`src/logic/iigs_mem_pkg.sv`:
```
`default_nettype none

package iigs_mem_pkg;

  // cpu side address widths
  localparam int bank_w = 8;
  localparam int addr_w = 16;

  // slow ram is banks e0/e1, so bank bit 0 plus the in-bank address
  localparam int slow_aw = 17;
  // fast ram is bank bits 6:0 plus the in-bank address
  localparam int fast_aw = 23;
  localparam int fast_banks = 20;

  localparam logic [bank_w-1:0] rom_bank = 8'hfe;
  localparam logic [bank_w-1:0] rom_hi_bank = 8'hff;

  // video fetch length per scanline
  localparam int line_bytes = 40;
  localparam int line_cnt_w = $clog2(line_bytes);
  localparam logic [line_cnt_w-1:0] last_byte = line_cnt_w'(line_bytes - 1);

  // what an access to unmapped space reads back
  localparam logic [7:0] float_byte = 8'h80;

  // access target codes, registered at the strobe for the read mux
  localparam int tgt_w = 3;
  localparam logic [tgt_w-1:0] tgt_none = 3'd0;
  localparam logic [tgt_w-1:0] tgt_rom = 3'd1;
  localparam logic [tgt_w-1:0] tgt_fast = 3'd2;
  localparam logic [tgt_w-1:0] tgt_slow = 3'd3;
  localparam logic [tgt_w-1:0] tgt_slot = 3'd4;

  // in-bank cpu address, decoded as slot rom or as slot device registers
  typedef union packed {
    logic [addr_w-1:0] flat;
    // c400-c7ff, one 256 byte page per slot
    struct packed {
      logic [4:0] page;
      logic [2:0] num;
      logic [7:0] offset;
    } slot;
    // c090-c0ff, sixteen registers per slot device
    struct packed {
      logic [8:0] upper;
      logic [2:0] num;
      logic [3:0] reg_sel;
    } dev;
  } cpu_addr_u;

endpackage

`default_nettype wire

```
`src/logic/video_fetch.sv`:
```
`timescale 1ns/1ps
`default_nettype none

module video_fetch
(
  input  wire                                  clk_sys,
  input  wire                                  arst_n,
  input  wire                                  line_start,
  input  wire [iigs_mem_pkg::slow_aw-1:0]      vid_base,
  input  wire                                  vid_grant,
  input  wire [7:0]                            vid_rdata,
  input  wire                                  vid_rvalid,
  output logic                                 vid_req,
  output logic [iigs_mem_pkg::slow_aw-1:0]     vid_addr,
  output logic [7:0]                           vid_data,
  output logic                                 vid_valid
);

  logic req_q;
  logic tail_q;
  logic last_grant;
  logic [iigs_mem_pkg::line_cnt_w-1:0] cnt_q;
  logic [iigs_mem_pkg::slow_aw-1:0] addr_q;

  assign last_grant = vid_grant && (cnt_q == iigs_mem_pkg::last_byte);

  // req_q covers the grants, tail_q the final byte still in flight
  always_ff @(posedge clk_sys or negedge arst_n)
  begin
    if (!arst_n)
    begin
      req_q <= 1'b0;
      tail_q <= 1'b0;
      cnt_q <= '0;
    end
    else
    begin
      tail_q <= last_grant;
      if (line_start && !req_q && !tail_q)
      begin
        req_q <= 1'b1;
        cnt_q <= '0;
      end
      else if (vid_grant)
      begin
        cnt_q <= cnt_q + 1'b1;
        if (last_grant)
          req_q <= 1'b0;
      end
    end
  end

  // line address, loaded at line start and stepped per grant
  always_ff @(posedge clk_sys)
  begin
    if (line_start && !req_q && !tail_q)
      addr_q <= vid_base;
    else if (vid_grant)
      addr_q <= addr_q + 1'b1;
  end

  assign vid_req = req_q;
  assign vid_addr = addr_q;

  // each returned video byte belongs to the running line
  assign vid_data = vid_rdata;
  assign vid_valid = vid_rvalid;

endmodule

`default_nettype wire

```
`config.mk`:
```
export PLATFORM = sky130hd
export DESIGN_NAME = video_fetch
export DESIGN_NICKNAME = d
export VERILOG_FILES = /design/src/logic/iigs_mem_pkg.sv /design/src/logic/video_fetch.sv
export SDC_FILE = /design/constraint.sdc
export NUM_CORES = 1
export LEC_CHECK = 0
export ABC_AREA = 1
export BUFFER_PORTS_ARGS = -buffer_cell sky130_fd_sc_hd__clkbuf_2
export CELL_PAD_IN_SITES_DETAIL_PLACEMENT = 0
export CELL_PAD_IN_SITES_GLOBAL_PLACEMENT = 2
export CORE_ASPECT_RATIO = 1.1
export CORE_MARGIN = 2
export CORE_UTILIZATION = 29
export DETAILED_ROUTE_END_ITERATION = 8
export GPL_ROUTABILITY_DRIVEN = 0
export PLACE_DENSITY = 0.91
export SYNTH_ARGS = -nofsm -noshare
export SYNTH_HDL_FRONTEND = slang
export SYNTH_SLANG_ARGS = --single-unit
```
`constraint.sdc`:
```
create_clock -name clk_sys -period 2.4 [get_ports clk_sys]
set_input_delay 0.36 -clock clk_sys [delete_from_list [all_inputs] [get_ports clk_sys]]
set_output_delay 0.36 -clock clk_sys [all_outputs]
set_load 0.05 [all_outputs]
```
==> results.txt <==
----------------------------------------------------
[Critical path]
  Type of origin of the critical path ... register
  R2r startpoint ... tail_q
  Worst reg2reg endpoint ... vid_addr[10]
  Type of the worst setup path ... register to register
  Cell type group with the largest total delay on the critical path ... simple AND/OR/NAND/NOR gates
  Critical path peak fanout ... 18
  Element type at the critical path end ... register
  Cell-by-cell listing of the critical path ... nor2_1 -> nand2_2 -> nand2_1 -> buf_4
  Worst reg2reg setup slack ... 0.75 ns
  Delay of the slowest cell on the worst path ... 0.37 ns
  Arrival time at the worst endpoint ... 1.62 ns
  Cell at the slowest stage of the critical path ... sky130_fd_sc_hd__dfrtp_1
  Buffers and inverters on the worst path ... 1
  Number of cells on the worst reg-to-reg path ... 4
  Required time at the worst-slack endpoint ... 2.37 ns

[Synth]
  Synth Warn # ... 0
  Cell count after synthesis ... 200
  Most instantiated flip-flop cell in the synthesis netlist ... sky130_fd_sc_hd__edfxtp_1
  Seq/Total Area, Yosys ... 45.33%
  Fraction of registers with async set/reset ... 32.00%
  Number of register bits inferred by synthesis ... 25
  Average cell area after synthesis ... 7.839 sq um
  Post-synthesis cell area ... 0.001568 sq mm
  Synth Net Count ... 232
  Number of flops mapped to enable cells by yosys ... 17
  Yosys cell types ... 26

[Timing]
  Fraction of the cycle the final worst path needs ... 68.71%
  Fin crit period ... 1.649 ns
  Max-slew headroom at the worst pin ... 72.87%
  Least-Margin Pin Slew ... 0.4063 ns
  Unrepaired setup endpoints after global routing ... false
  Worst setup slack after layout ... 0.7510 ns
  Number of setup violations in the final report ... 0
  Hold Vio Cnt, Final ... 0
  Tightest hold margin ... 0.3519 ns
  Setup TNS after final layout ... 0 ns
  Pins over their slew limit ... 0
  Clock Skews ... 0.006026 ns
  Maximum clock frequency ... 606.4 MHz

[Route]
  Final wirelength ... 3.563 mm
  Antenna-violating nets left ... 0
  Routed wire length per instance ... 11.61 microns
  Vias after detailed routing ... 1,328
  Starting DRT DRC Count ... 48
  Post-route DRC violation count ... 0
  Pre-antenna DRT Iters ... 4
  Ratio of routed vias to standard cells ... 4.326

[Finish]
  Post-route cell area ... 0.001829 sq mm
  Util after Layout ... 34.58%
  Commonest cells after routing, fill and taps aside ... sky130_fd_sc_hd__nand2_1 (58), sky130_fd_sc_hd__clkbuf_2 (38), sky130_fd_sc_hd__inv_1 (23)
  Antenna diode count ... 0
  Filler-free cell count of the finished design ... 307
  Most common library cell in the layout ignoring fill and taps ... sky130_fd_sc_hd__nand2_1
  Post-layout nets ... 265
  Share of post-route cells with drive strength above 1 ... 24.14%
  Area Overhead vs Synth ... 16.68%

[Floorplanning]
  Die outline height ... 81.12 microns
  Area of the placeable core ... 0.005290 sq mm
  Initial cell density of the core ... 29.64%
  DIE AREA ... 0.006011 sq mm
  Die X ... 74.11 microns
  I/O pins ... 57
  Row cnt ... 28

[GRT]
  Pin count of the biggest net entering global routing ... 26
  Via count of the first global-routing pass ... 1,284
  Overflow after GRT ... 0
  Initial antenna violation count ... 0
  Global router's overall resource usage ... 12.66%
  Wire length of the first global-routing pass ... 5.782 mm

[Placed design]
  Placed Instances ... 302
  Area of placed instances ... 0.001774 sq mm
  Sum of net half-perimeters after detailed placement ... 2.707 mm
  Number of buffer cells added on primary ports ... 38
  Worst slack, placed ... 0.6209 ns

[Pwr]
  PwrDens ... 960.3 mW/mm^2
  Pleak ... 0.8712 nW
  Worst supply voltage drop on vdd ... 389.4 uV
  Overall Power ... 1.757 mW

[Clock network]
  Postcts setup bufs ... 0
  Clk sinks ... 25
  CTS tree ... yes
  Post-CTS Hold Fix Bufs ... 1
  Clock edge transition at the registers on the reported setup and hold paths ... 0.08 ns
  Clock insertion delay at the later pin of the skew report ... 0.27 ns
  Number of resized instances in the post-cts repair step ... 0
  H-tree lvl count ... 1
  Inserted Clock Buffers ... 3
  CTS root buf ... sky130_fd_sc_hd__clkbuf_8
  Number of buffers on the longest clock path ... 2

[Worst hold path]
  Min-Delay Path Class ... input pin to register
  Hold path startpoint ... vid_base[1]
  Worst hold endpoint ... vid_addr[1]
  Worst Hold Depth ... 3

[Outcome]
  Status ... finished, final reports clean

[Flow run]
  Maxcap violations ... 0

----------------------------------------------------
logic make-up after synthesis:
group | count (synthesis) | share of synthesized area (%)
AND/OR/NAND/NOR | 109 | 31.37
buffers and inverters | 37 | 11.41
flip-flops | 25 | 45.33
AO/OA/AOI/OAI | 23 | 8.061
XOR/XNOR | 4 | 2.235
adder cells (fa/ha/maj) | 2 | 1.596
worst max-delay path by stage:
stage                           start            to  depth (start not counted)
after detailed placement   line_start  vid_addr[10]                          6
after global routing           tail_q   vid_addr[3]                          6
final                          tail_q  vid_addr[10]                          4
after CTS                      tail_q  vid_addr[10]                          4
after floorplan           vid_addr[1]  vid_addr[10]                          6
after global placement     line_start  vid_addr[12]                          6
worst register-to-register path, stage by stage, from the launching register on:
cell,delay [ns]
sky130_fd_sc_hd__dfrtp_1,0.37
sky130_fd_sc_hd__nor2_1,0.13
sky130_fd_sc_hd__nand2_2,0.24
sky130_fd_sc_hd__nand2_1,0.34
sky130_fd_sc_hd__buf_4,0.27
power by group:
part	switching, mW	internal [mW]
sequential	0.144	0.621
combinational	0.536	0.211
clock	0.126	0.119
total	0.806	0.951
layer usage:
metal	up-vias	global-route usage [%]	part of all wire, %
met4	0	5.636	1.7
li1	702	-	-
met5	-	0	0
met2	24	20.89	48
met1	598	16.30	47
met3	4	1.861	3.6
layout make-up:
type | instances | area, sq um
clock buffers | 4 | 45.04
fillers | 597 | 3461
inverters | 25 | 93.84
multi-input cells | 138 | 678.2
flip-flops and latches | 25 | 710.7
well taps | 75 | 93.84
repair buffers | 40 | 207.7
cell usage after synthesis, types with 2 or more instances:
cell type	instances	share of area, %
sky130_fd_sc_hd__nand3_1	18	5.7
sky130_fd_sc_hd__nor2_1	15	3.6
sky130_fd_sc_hd__a21oi_1	7	2.2
sky130_fd_sc_hd__o21bai_1	4	1.9
sky130_fd_sc_hd__nor2_2	3	1.2
sky130_fd_sc_hd__dfrtp_1	8	13
sky130_fd_sc_hd__edfxtp_1	17	33
sky130_fd_sc_hd__nand2_2	5	2.0
sky130_fd_sc_hd__inv_1	23	5.5
sky130_fd_sc_hd__inv_2	2	0.48
sky130_fd_sc_hd__nor3_1	2	0.64
sky130_fd_sc_hd__o21ai_0	5	1.6
sky130_fd_sc_hd__o21ai_1	6	1.9
sky130_fd_sc_hd__nand2_1	58	14
sky130_fd_sc_hd__buf_4	10	4.8
sky130_fd_sc_hd__nor2_4	2	1.4
sky130_fd_sc_hd__buf_2	2	0.64
sky130_fd_sc_hd__xnor2_1	3	1.7
sky130_fd_sc_hd__ha_1	2	1.6
sky130_fd_sc_hd__nand4_1	2	0.80
sequential cells by signal, summed over array words and instances (netlist names):
register and flops:
vid_req 1, cnt_q 6, tail_q 1, vid_addr 17
Power figures use the tool's default switching activity.
