===== config.mk =====
export PLATFORM = sky130hd
export DESIGN_NAME = bank_decoder
export DESIGN_NICKNAME = d
export VERILOG_FILES = /design/src/logic/iigs_mem_pkg.sv /design/src/logic/bank_decoder.sv
export SDC_FILE = /design/constraint.sdc
export NUM_CORES = 1
export LEC_CHECK = 0
export BUFFER_PORTS_ARGS = -buffer_cell sky130_fd_sc_hd__buf_2
export CORE_AREA = 2 2 74 76
export CTS_BUF_LIST = sky130_fd_sc_hd__clkbuf_8
export DETAILED_ROUTE_END_ITERATION = 10
export DIE_AREA = 0 0 76 78
export HOLD_SLACK_MARGIN = 0.05
export MAX_ROUTING_LAYER = met4
export PLACE_DENSITY = 0.8
export SLEW_MARGIN = 20
export SYNTH_ARGS = -nofsm -noshare
export SYNTH_HDL_FRONTEND = slang
export SYNTH_SLANG_ARGS = --single-unit

===== constraint.sdc =====
create_clock -name clk_sys -period 4 [get_ports clk_sys]
set_input_delay 0.4 -clock clk_sys [delete_from_list [all_inputs] [get_ports clk_sys]]
set_output_delay 0.4 -clock clk_sys [all_outputs]
set_load 0.02 [all_outputs]

===== src/logic/iigs_mem_pkg.sv =====
`default_nettype none

package iigs_mem_pkg;

  // cpu side address widths
  localparam int bank_w = 8;
  localparam int addr_w = 16;

  // slow ram is banks e0/e1, so bank bit 0 plus the in-bank address
  localparam int slow_aw = 17;
  // fast ram is bank bits 6:0 plus the in-bank address
  localparam int fast_aw = 23;
  localparam int fast_banks = 20;

  localparam logic [bank_w-1:0] rom_bank = 8'hfe;
  localparam logic [bank_w-1:0] rom_hi_bank = 8'hff;

  // video fetch length per scanline
  localparam int line_bytes = 40;
  localparam int line_cnt_w = $clog2(line_bytes);
  localparam logic [line_cnt_w-1:0] last_byte = line_cnt_w'(line_bytes - 1);

  // what an access to unmapped space reads back
  localparam logic [7:0] float_byte = 8'h80;

  // access target codes, registered at the strobe for the read mux
  localparam int tgt_w = 3;
  localparam logic [tgt_w-1:0] tgt_none = 3'd0;
  localparam logic [tgt_w-1:0] tgt_rom = 3'd1;
  localparam logic [tgt_w-1:0] tgt_fast = 3'd2;
  localparam logic [tgt_w-1:0] tgt_slow = 3'd3;
  localparam logic [tgt_w-1:0] tgt_slot = 3'd4;

  // in-bank cpu address, decoded as slot rom or as slot device registers
  typedef union packed {
    logic [addr_w-1:0] flat;
    // c400-c7ff, one 256 byte page per slot
    struct packed {
      logic [4:0] page;
      logic [2:0] num;
      logic [7:0] offset;
    } slot;
    // c090-c0ff, sixteen registers per slot device
    struct packed {
      logic [8:0] upper;
      logic [2:0] num;
      logic [3:0] reg_sel;
    } dev;
  } cpu_addr_u;

endpackage

`default_nettype wire


===== src/logic/bank_decoder.sv =====
`timescale 1ns/1ps
`default_nettype none

module bank_decoder
(
  input  wire                                  clk_sys,
  input  wire                                  arst_n,
  input  wire                                  cpu_strobe,
  input  wire [iigs_mem_pkg::bank_w-1:0]       bank,
  input  wire [iigs_mem_pkg::addr_w-1:0]       addr,
  input  wire                                  we,
  input  wire [7:0]                            cpu_dout,
  input  wire [7:0]                            shadow,
  input  wire                                  lc_ram2,
  input  wire                                  lc_we,
  input  wire                                  rd_rom,
  input  wire                                  cx_rom,
  input  wire                                  io_on,
  input  wire [7:0]                            slot_rom_sel,
  input  wire [7:0]                            rom_rdata,
  input  wire [7:0]                            fast_rdata,
  input  wire [7:0]                            slow_rdata,
  input  wire [7:0]                            slot_rdata,
  output logic                                 rom_ce,
  output logic [iigs_mem_pkg::addr_w:0]        rom_addr,
  output logic                                 fast_ce,
  output logic [iigs_mem_pkg::fast_aw-1:0]     fast_addr,
  output logic                                 fast_we,
  output logic [7:0]                           fast_wdata,
  output logic                                 cpu_slow_req,
  output logic [iigs_mem_pkg::slow_aw-1:0]     cpu_slow_addr,
  output logic                                 cpu_slow_we,
  output logic [7:0]                           cpu_slow_wdata,
  output logic [7:0]                           io_select,
  output logic [7:0]                           device_select,
  output logic [7:0]                           cpu_din
);

  iigs_mem_pkg::cpu_addr_u a;
  logic [iigs_mem_pkg::addr_w-1:0] raddr;
  logic [iigs_mem_pkg::tgt_w-1:0] tgt;
  logic [iigs_mem_pkg::tgt_w-1:0] tgt_q;
  logic bank_00, bank_01, bank_e, bank_mirror, bank_rom;
  logic in_cxxx, in_dxxx, in_exxx, in_slot_rom, in_dev;
  logic rom_hit, wt_hit, fast_hit, shadow_hit, io_hit, dev_hit;

  assign a = addr;

  // banks 00/01 and their slow ram images e0/e1 share the i/o window
  assign bank_00 = (bank == 8'h00);
  assign bank_01 = (bank == 8'h01);
  assign bank_e = (bank == 8'he0) || (bank == 8'he1);
  assign bank_mirror = bank_00 || bank_01 || bank_e;
  assign bank_rom = (bank == iigs_mem_pkg::rom_bank);

  assign in_cxxx = (addr[15:12] == 4'hc);
  assign in_dxxx = (addr[15:12] == 4'hd);
  assign in_exxx = (addr[15:13] == 3'b111);
  assign in_slot_rom = (a.flat >= 16'hc400) && (a.flat <= 16'hc7ff);
  assign in_dev = (a.flat >= 16'hc090) && (a.flat <= 16'hc0ff);

  // language card writes with lc_we go to ram even while rom is read
  assign wt_hit = bank_00 && in_dxxx && lc_we && we;

  assign rom_hit = bank_rom ||
                   ((bank == iigs_mem_pkg::rom_hi_bank) ||
                    (bank_00 && (in_cxxx || in_exxx || (in_dxxx && rd_rom))))
                   && !wt_hit;

  assign fast_hit = (bank < iigs_mem_pkg::fast_banks) && !io_on;

  // shadow bits are active low, bank 01 also needs bit 4 clear except for shr
  always_comb
  begin
    shadow_hit = 1'b0;
    if (bank_00 || bank_01)
    begin
      if (in_cxxx && !shadow[6])
        shadow_hit = 1'b1;
      // text page 1
      else if (addr >= 16'h0400 && addr <= 16'h07ff)
        shadow_hit = !shadow[0] && (bank_00 || !shadow[4]);
      // text page 2
      else if (addr >= 16'h0800 && addr <= 16'h0bff)
        shadow_hit = !shadow[5] && (bank_00 || !shadow[4]);
      // hires page 1, also part of super hires
      else if (addr >= 16'h2000 && addr <= 16'h3fff)
        shadow_hit = (!shadow[1] && (bank_00 || !shadow[4])) || !shadow[3];
      // hires page 2, also part of super hires
      else if (addr >= 16'h4000 && addr <= 16'h5fff)
        shadow_hit = (!shadow[2] && (bank_00 || !shadow[4])) || !shadow[3];
    end
  end

  // a set slot_rom_sel bit keeps internal firmware on that slot
  assign io_hit = bank_mirror && in_slot_rom && !slot_rom_sel[a.slot.num] && !cx_rom;
  assign dev_hit = bank_mirror && in_dev && !slot_rom_sel[a.dev.num];

  // priority order of the memory map
  always_comb
  begin
    if (rom_hit)
      tgt = iigs_mem_pkg::tgt_rom;
    else if (fast_hit)
      tgt = iigs_mem_pkg::tgt_fast;
    else if (bank_e || shadow_hit)
      tgt = iigs_mem_pkg::tgt_slow;
    else if (io_hit || dev_hit)
      tgt = iigs_mem_pkg::tgt_slot;
    else
      tgt = iigs_mem_pkg::tgt_none;
  end

  // language card bank 2 sits 4k below d000
  assign raddr = (bank_mirror && in_dxxx && lc_ram2) ? addr - 16'h1000 : addr;

  // fe reads rom half 0, ff and the bank 00 windows read half 1
  assign rom_ce = cpu_strobe && (tgt == iigs_mem_pkg::tgt_rom);
  assign rom_addr = {!bank_rom, addr};

  assign fast_ce = cpu_strobe && (tgt == iigs_mem_pkg::tgt_fast);
  assign fast_we = fast_ce && we;
  assign fast_addr = {bank[6:0], raddr};
  assign fast_wdata = cpu_dout;

  // shadowed writes into fast ram are copied to slow ram as well
  assign cpu_slow_req = cpu_strobe &&
                        ((tgt == iigs_mem_pkg::tgt_slow) ||
                         ((tgt == iigs_mem_pkg::tgt_fast) && we && shadow_hit));
  assign cpu_slow_addr = {bank[0], raddr};
  assign cpu_slow_we = we;
  assign cpu_slow_wdata = cpu_dout;

  // one-hot card strobes, only in the strobe cycle
  always_comb
  begin
    io_select = 8'h00;
    device_select = 8'h00;
    if (cpu_strobe && io_hit)
      io_select[a.slot.num] = 1'b1;
    if (cpu_strobe && dev_hit)
      device_select[a.dev.num] = 1'b1;
  end

  always_ff @(posedge clk_sys or negedge arst_n)
  begin
    if (!arst_n)
      tgt_q <= iigs_mem_pkg::tgt_none;
    else if (cpu_strobe)
      tgt_q <= tgt;
  end

  // every source answers one cycle after the strobe
  always_comb
  begin
    case (tgt_q)
      iigs_mem_pkg::tgt_rom:  cpu_din = rom_rdata;
      iigs_mem_pkg::tgt_fast: cpu_din = fast_rdata;
      iigs_mem_pkg::tgt_slow: cpu_din = slow_rdata;
      iigs_mem_pkg::tgt_slot: cpu_din = slot_rdata;
      default:                cpu_din = iigs_mem_pkg::float_byte;
    endcase
  end

endmodule

`default_nettype wire


==> metrics.log <==
INFO  metric timing_max_transition_violations_final = 0
INFO  metric largest_register_ffs = 3
INFO  metric critical_path.max_stage_delay = 0.60 ns
INFO  metric power_density = 157.2 nW/µm²
INFO  metric cts_tree = yes
INFO  metric most_frequent_cells_in_the_layout = sky130_fd_sc_hd__buf_2 (160), sky130_fd_sc_hd__nor2_1 (15), sky130_fd_sc_hd__nor3_1 (12), sky130_fd_sc_hd__mux2i_1 (9), sky130_fd_sc_hd__nand2_1 (8)
INFO  metric finalWirelength = 5185 µm
INFO  metric drv_cap = 0
INFO  metric fp.dieW = 76 µm
INFO  metric grt_start_max_net_pins = 14
INFO  metric clock_sinks = 3
INFO  metric synth_seq_area_share = 4.329%
INFO  metric post-route-cell-area = 2067 µm²
INFO  metric start_kind = primary input
INFO  metric synth.cell_area = 1734 µm²
INFO  metric final_cell_count_no_fill = 383
INFO  metric syn_inst = 230
INFO  metric antenna_found_initial = 0
INFO  metric groute.usage.overall = 16.52%
INFO  metric avgViaCountPerCell = 4.906
INFO  metric grt_first_pass_wirelength = 7921 µm
INFO  metric layout.nets = 406
INFO  metric tightest_slew = 0.5201 ns
INFO  metric syn_area_per_cell = 7.540 µm²
INFO  metric crit_path_top_delay_cell = sky130_fd_sc_hd__or4_4
INFO  metric crit_arrival = 2.53 ns
INFO  metric drt_pass1_iterations = 4
INFO  metric finalCriticalPeriod = 2.927 ns
INFO  metric cts_resized = 0
INFO  metric globalplace.congestion = 0.8763
INFO  metric clk_latency = 0.21 ns
INFO  metric top_register = tgt_q
INFO  metric finClkSkew = 0 ns
INFO  metric worst-setup-path-type = primary input to output port
INFO  metric synth_top_flop_cell = sky130_fd_sc_hd__dfrtp_1
INFO  metric portBuffers = 160
INFO  metric detail_route.wl_per_cell = 13.54 µm
INFO  metric crit_required = 3.60 ns
INFO  metric synth_enable_flop_cells = 0
INFO  metric diodes = 0
INFO  metric slew_headroom = 65.25%
INFO  metric grt_setup_unrepaired = no
INFO  metric grt_remaining_overflow = 0
INFO  metric ff2ff_path_depth = 2
INFO  metric most_common_cell_after_layout_fill_and_taps_aside = sky130_fd_sc_hd__buf_2
INFO  metric placed_instances = 378
INFO  metric fraction_of_final_layout_cells_sized_beyond_drive_strength_1 = 57.51%
INFO  metric fp-row-count = 26
INFO  metric tritoncts.num_buffers = 3
INFO  metric floorplan.die.height = 78 µm
INFO  metric critical_r2r_launch = tgt_q[1]
INFO  metric fp.dieArea = 5928 µm²
INFO  metric clock.fmax = 0.3416 GHz
INFO  metric start_util = 34.39%
INFO  metric cts-htree-levels = 1
INFO  metric r2r_slack = 3.03 ns
INFO  metric synth.yosys.warnings = 0
INFO  metric finalHoldViolations = 0
INFO  metric placedInstanceArea = 2012 µm²
INFO  metric layout-area-overhead-vs-synth = 19.19%
INFO  metric critical_path.max_fanout = 8
INFO  metric count_of_distinct_cell_types_in_the_synthesized_netlist = 50
INFO  metric finalSetupTns = 0 ns
INFO  metric clk_pin_slew_worst_paths = 0.03 ns
INFO  metric fillers = 522
INFO  metric drc = 0
INFO  metric critical_path.cell_chain = buf_2 > or4_4 > a211oi_4 > nand4b_4 > or4_4 > nor3b_2 > buf_2
INFO  metric status = completed
INFO  metric hpwlAfterDp = 4404 µm
INFO  metric area_used_by_multi_input_combinational_logic = 1030 µm²
INFO  metric worst_r2r_endpoint = tgt_q[1]
INFO  metric cts-root-buf = sky130_fd_sc_hd__clkbuf_8
INFO  metric vias = 1,879
INFO  metric hold_class = primary input to async pin
INFO  metric final.period_utilization = 73.19%
INFO  metric ff_latch_area = 75.07 µm²
INFO  metric design_power_total = 0.3250 mW
INFO  metric largest_registers = tgt_q (3)
INFO  metric antenna_left = 0
INFO  metric worst_setup_path_end_kind = output port
INFO  metric postSynth.asyncResetShare = 100.0%
INFO  metric ys_seq_elements = 3
INFO  metric cellLeakagePower = 1.084 nW
INFO  metric finalSetupViolations = 0
INFO  metric drtIter0Drc = 48
INFO  metric first_global_vias = 1,712
INFO  metric cts_buffer_depth = 2
INFO  metric ioPinCount = 191
INFO  metric core_region_area = 5042 µm²
INFO  metric vdd_ir_drop_max = 0.07700 mV
## cells by family after synthesis
family,count (synthesis),share of synthesized area (%)
AOI/OAI and AO/OA,47,19.41
xor gates and xnor gates,1,0.5051
adders and majority gates,3,2.165
buffers and inverters,91,37.16
DFF,3,4.329
muxes,16,12.34
other,1,0.2162
and+or+nand+nor,68,23.88
## cell usage after synthesis, drive strengths merged (2+ instances only)
| master | number | area share, % |
|---|---|---|
| buf | 76 | 33 |
| nor2 | 15 | 3.2 |
| nor3 | 12 | 3.5 |
| clkbuf | 9 | 2.2 |
| mux2i | 9 | 5.2 |
| nand2 | 8 | 1.7 |
| a21oi | 7 | 2.0 |
| o21ai | 7 | 2.0 |
| a22oi | 6 | 2.6 |
| nor3b | 6 | 3.5 |
| o22ai | 6 | 2.2 |
| inv | 5 | 1.1 |
| mux4 | 4 | 5.2 |
| o31ai | 4 | 1.7 |
| a211oi | 3 | 2.0 |
| and3b | 3 | 1.5 |
| dfrtp | 3 | 4.3 |
| ha | 3 | 2.2 |
| mux2 | 3 | 1.9 |
| nand2b | 3 | 1.1 |
| nand3 | 3 | 0.87 |
| nand4 | 3 | 1.1 |
| a21boi | 2 | 0.87 |
| and2 | 2 | 0.72 |
| nand4b | 2 | 1.9 |
| nor2b | 2 | 0.72 |
| nor4 | 2 | 0.72 |
| o211ai | 2 | 0.87 |
| o21a | 2 | 0.87 |
| or3 | 2 | 0.72 |
| or4 | 2 | 1.3 |
## area by class of cell
cell class / count / share of cell area (%)
clock buffers: 3 / 1.998
clock inverters: 1 / 0.1816
inverters: 5 / 0.9080
multi-input cells: 140 / 49.82
flip-flops and latches: 3 / 3.632
well taps: 70 / 4.237
repair buffers: 161 / 39.23
## report_power, final
part | leakage, nW | switching [mW] | internal [mW] | total [mW]
Sequential | 0.0402 | 0.00436 | 0.0316 | 0.0359
Combinational | 1.02 | 0.122 | 0.0819 | 0.203
Clock | 0.0269 | 0.0203 | 0.0654 | 0.0857
## metal layers
| layer | wire length [µm] | track usage (%) | vias to the layer above |
|---|---|---|---|
| met4 | 80 | 4.909 | 0 |
| met1 | 2006 | 17.37 | 839 |
| met5 | 0 | - | - |
| met3 | 439 | 4.302 | 10 |
| met2 | 2658 | 30.54 | 111 |
| li1 | - | - | 919 |
## worst max-delay path by stage
stage                        from  slack (ns)            to  cells after the start
final                     bank[1]        1.07  io_select[6]                      7
after global placement    bank[1]        1.09  io_select[6]                      7
after floorplan           bank[1]        1.12  io_select[4]                      6
after detailed placement  bank[1]        1.07  io_select[6]                      7
after global routing      bank[1]        0.98  io_select[6]                      7
after CTS                 bank[1]        1.06  io_select[6]                      7
## what timing repair did
action | CTS | global route
setup buffers | 0 | 0
hold buffers | 1 | 0
endpoints found under the setup margin | 0 | 0
hold endpoints to repair | 3 | 0
## metrics by stage
step / hold WS [ns] / setup slack [ns] / util, %
3_5_place_dp: 0.1982 / 1.073 / 39.90
3_3_place_gp: 0.1957 / 1.088 / 39.90
6_report: 0.5397 / 1.073 / 40.99
4_1_cts: 0.5387 / 1.064 / 40.99
5_1_grt: 0.5508 / 0.9834 / 40.99
2_1_floorplan: 0.1044 / 1.121 / -
## worst max-delay path: cells and delay by family
kind | cells | cell delay (ns)
AO/OA/AOI/OAI | 1 | 0.30
buffers and inverters | 2 | 0.29
AND/OR/NAND/NOR | 4 | 1.53
No activity file was read; power rests on OpenSTA's default activity.
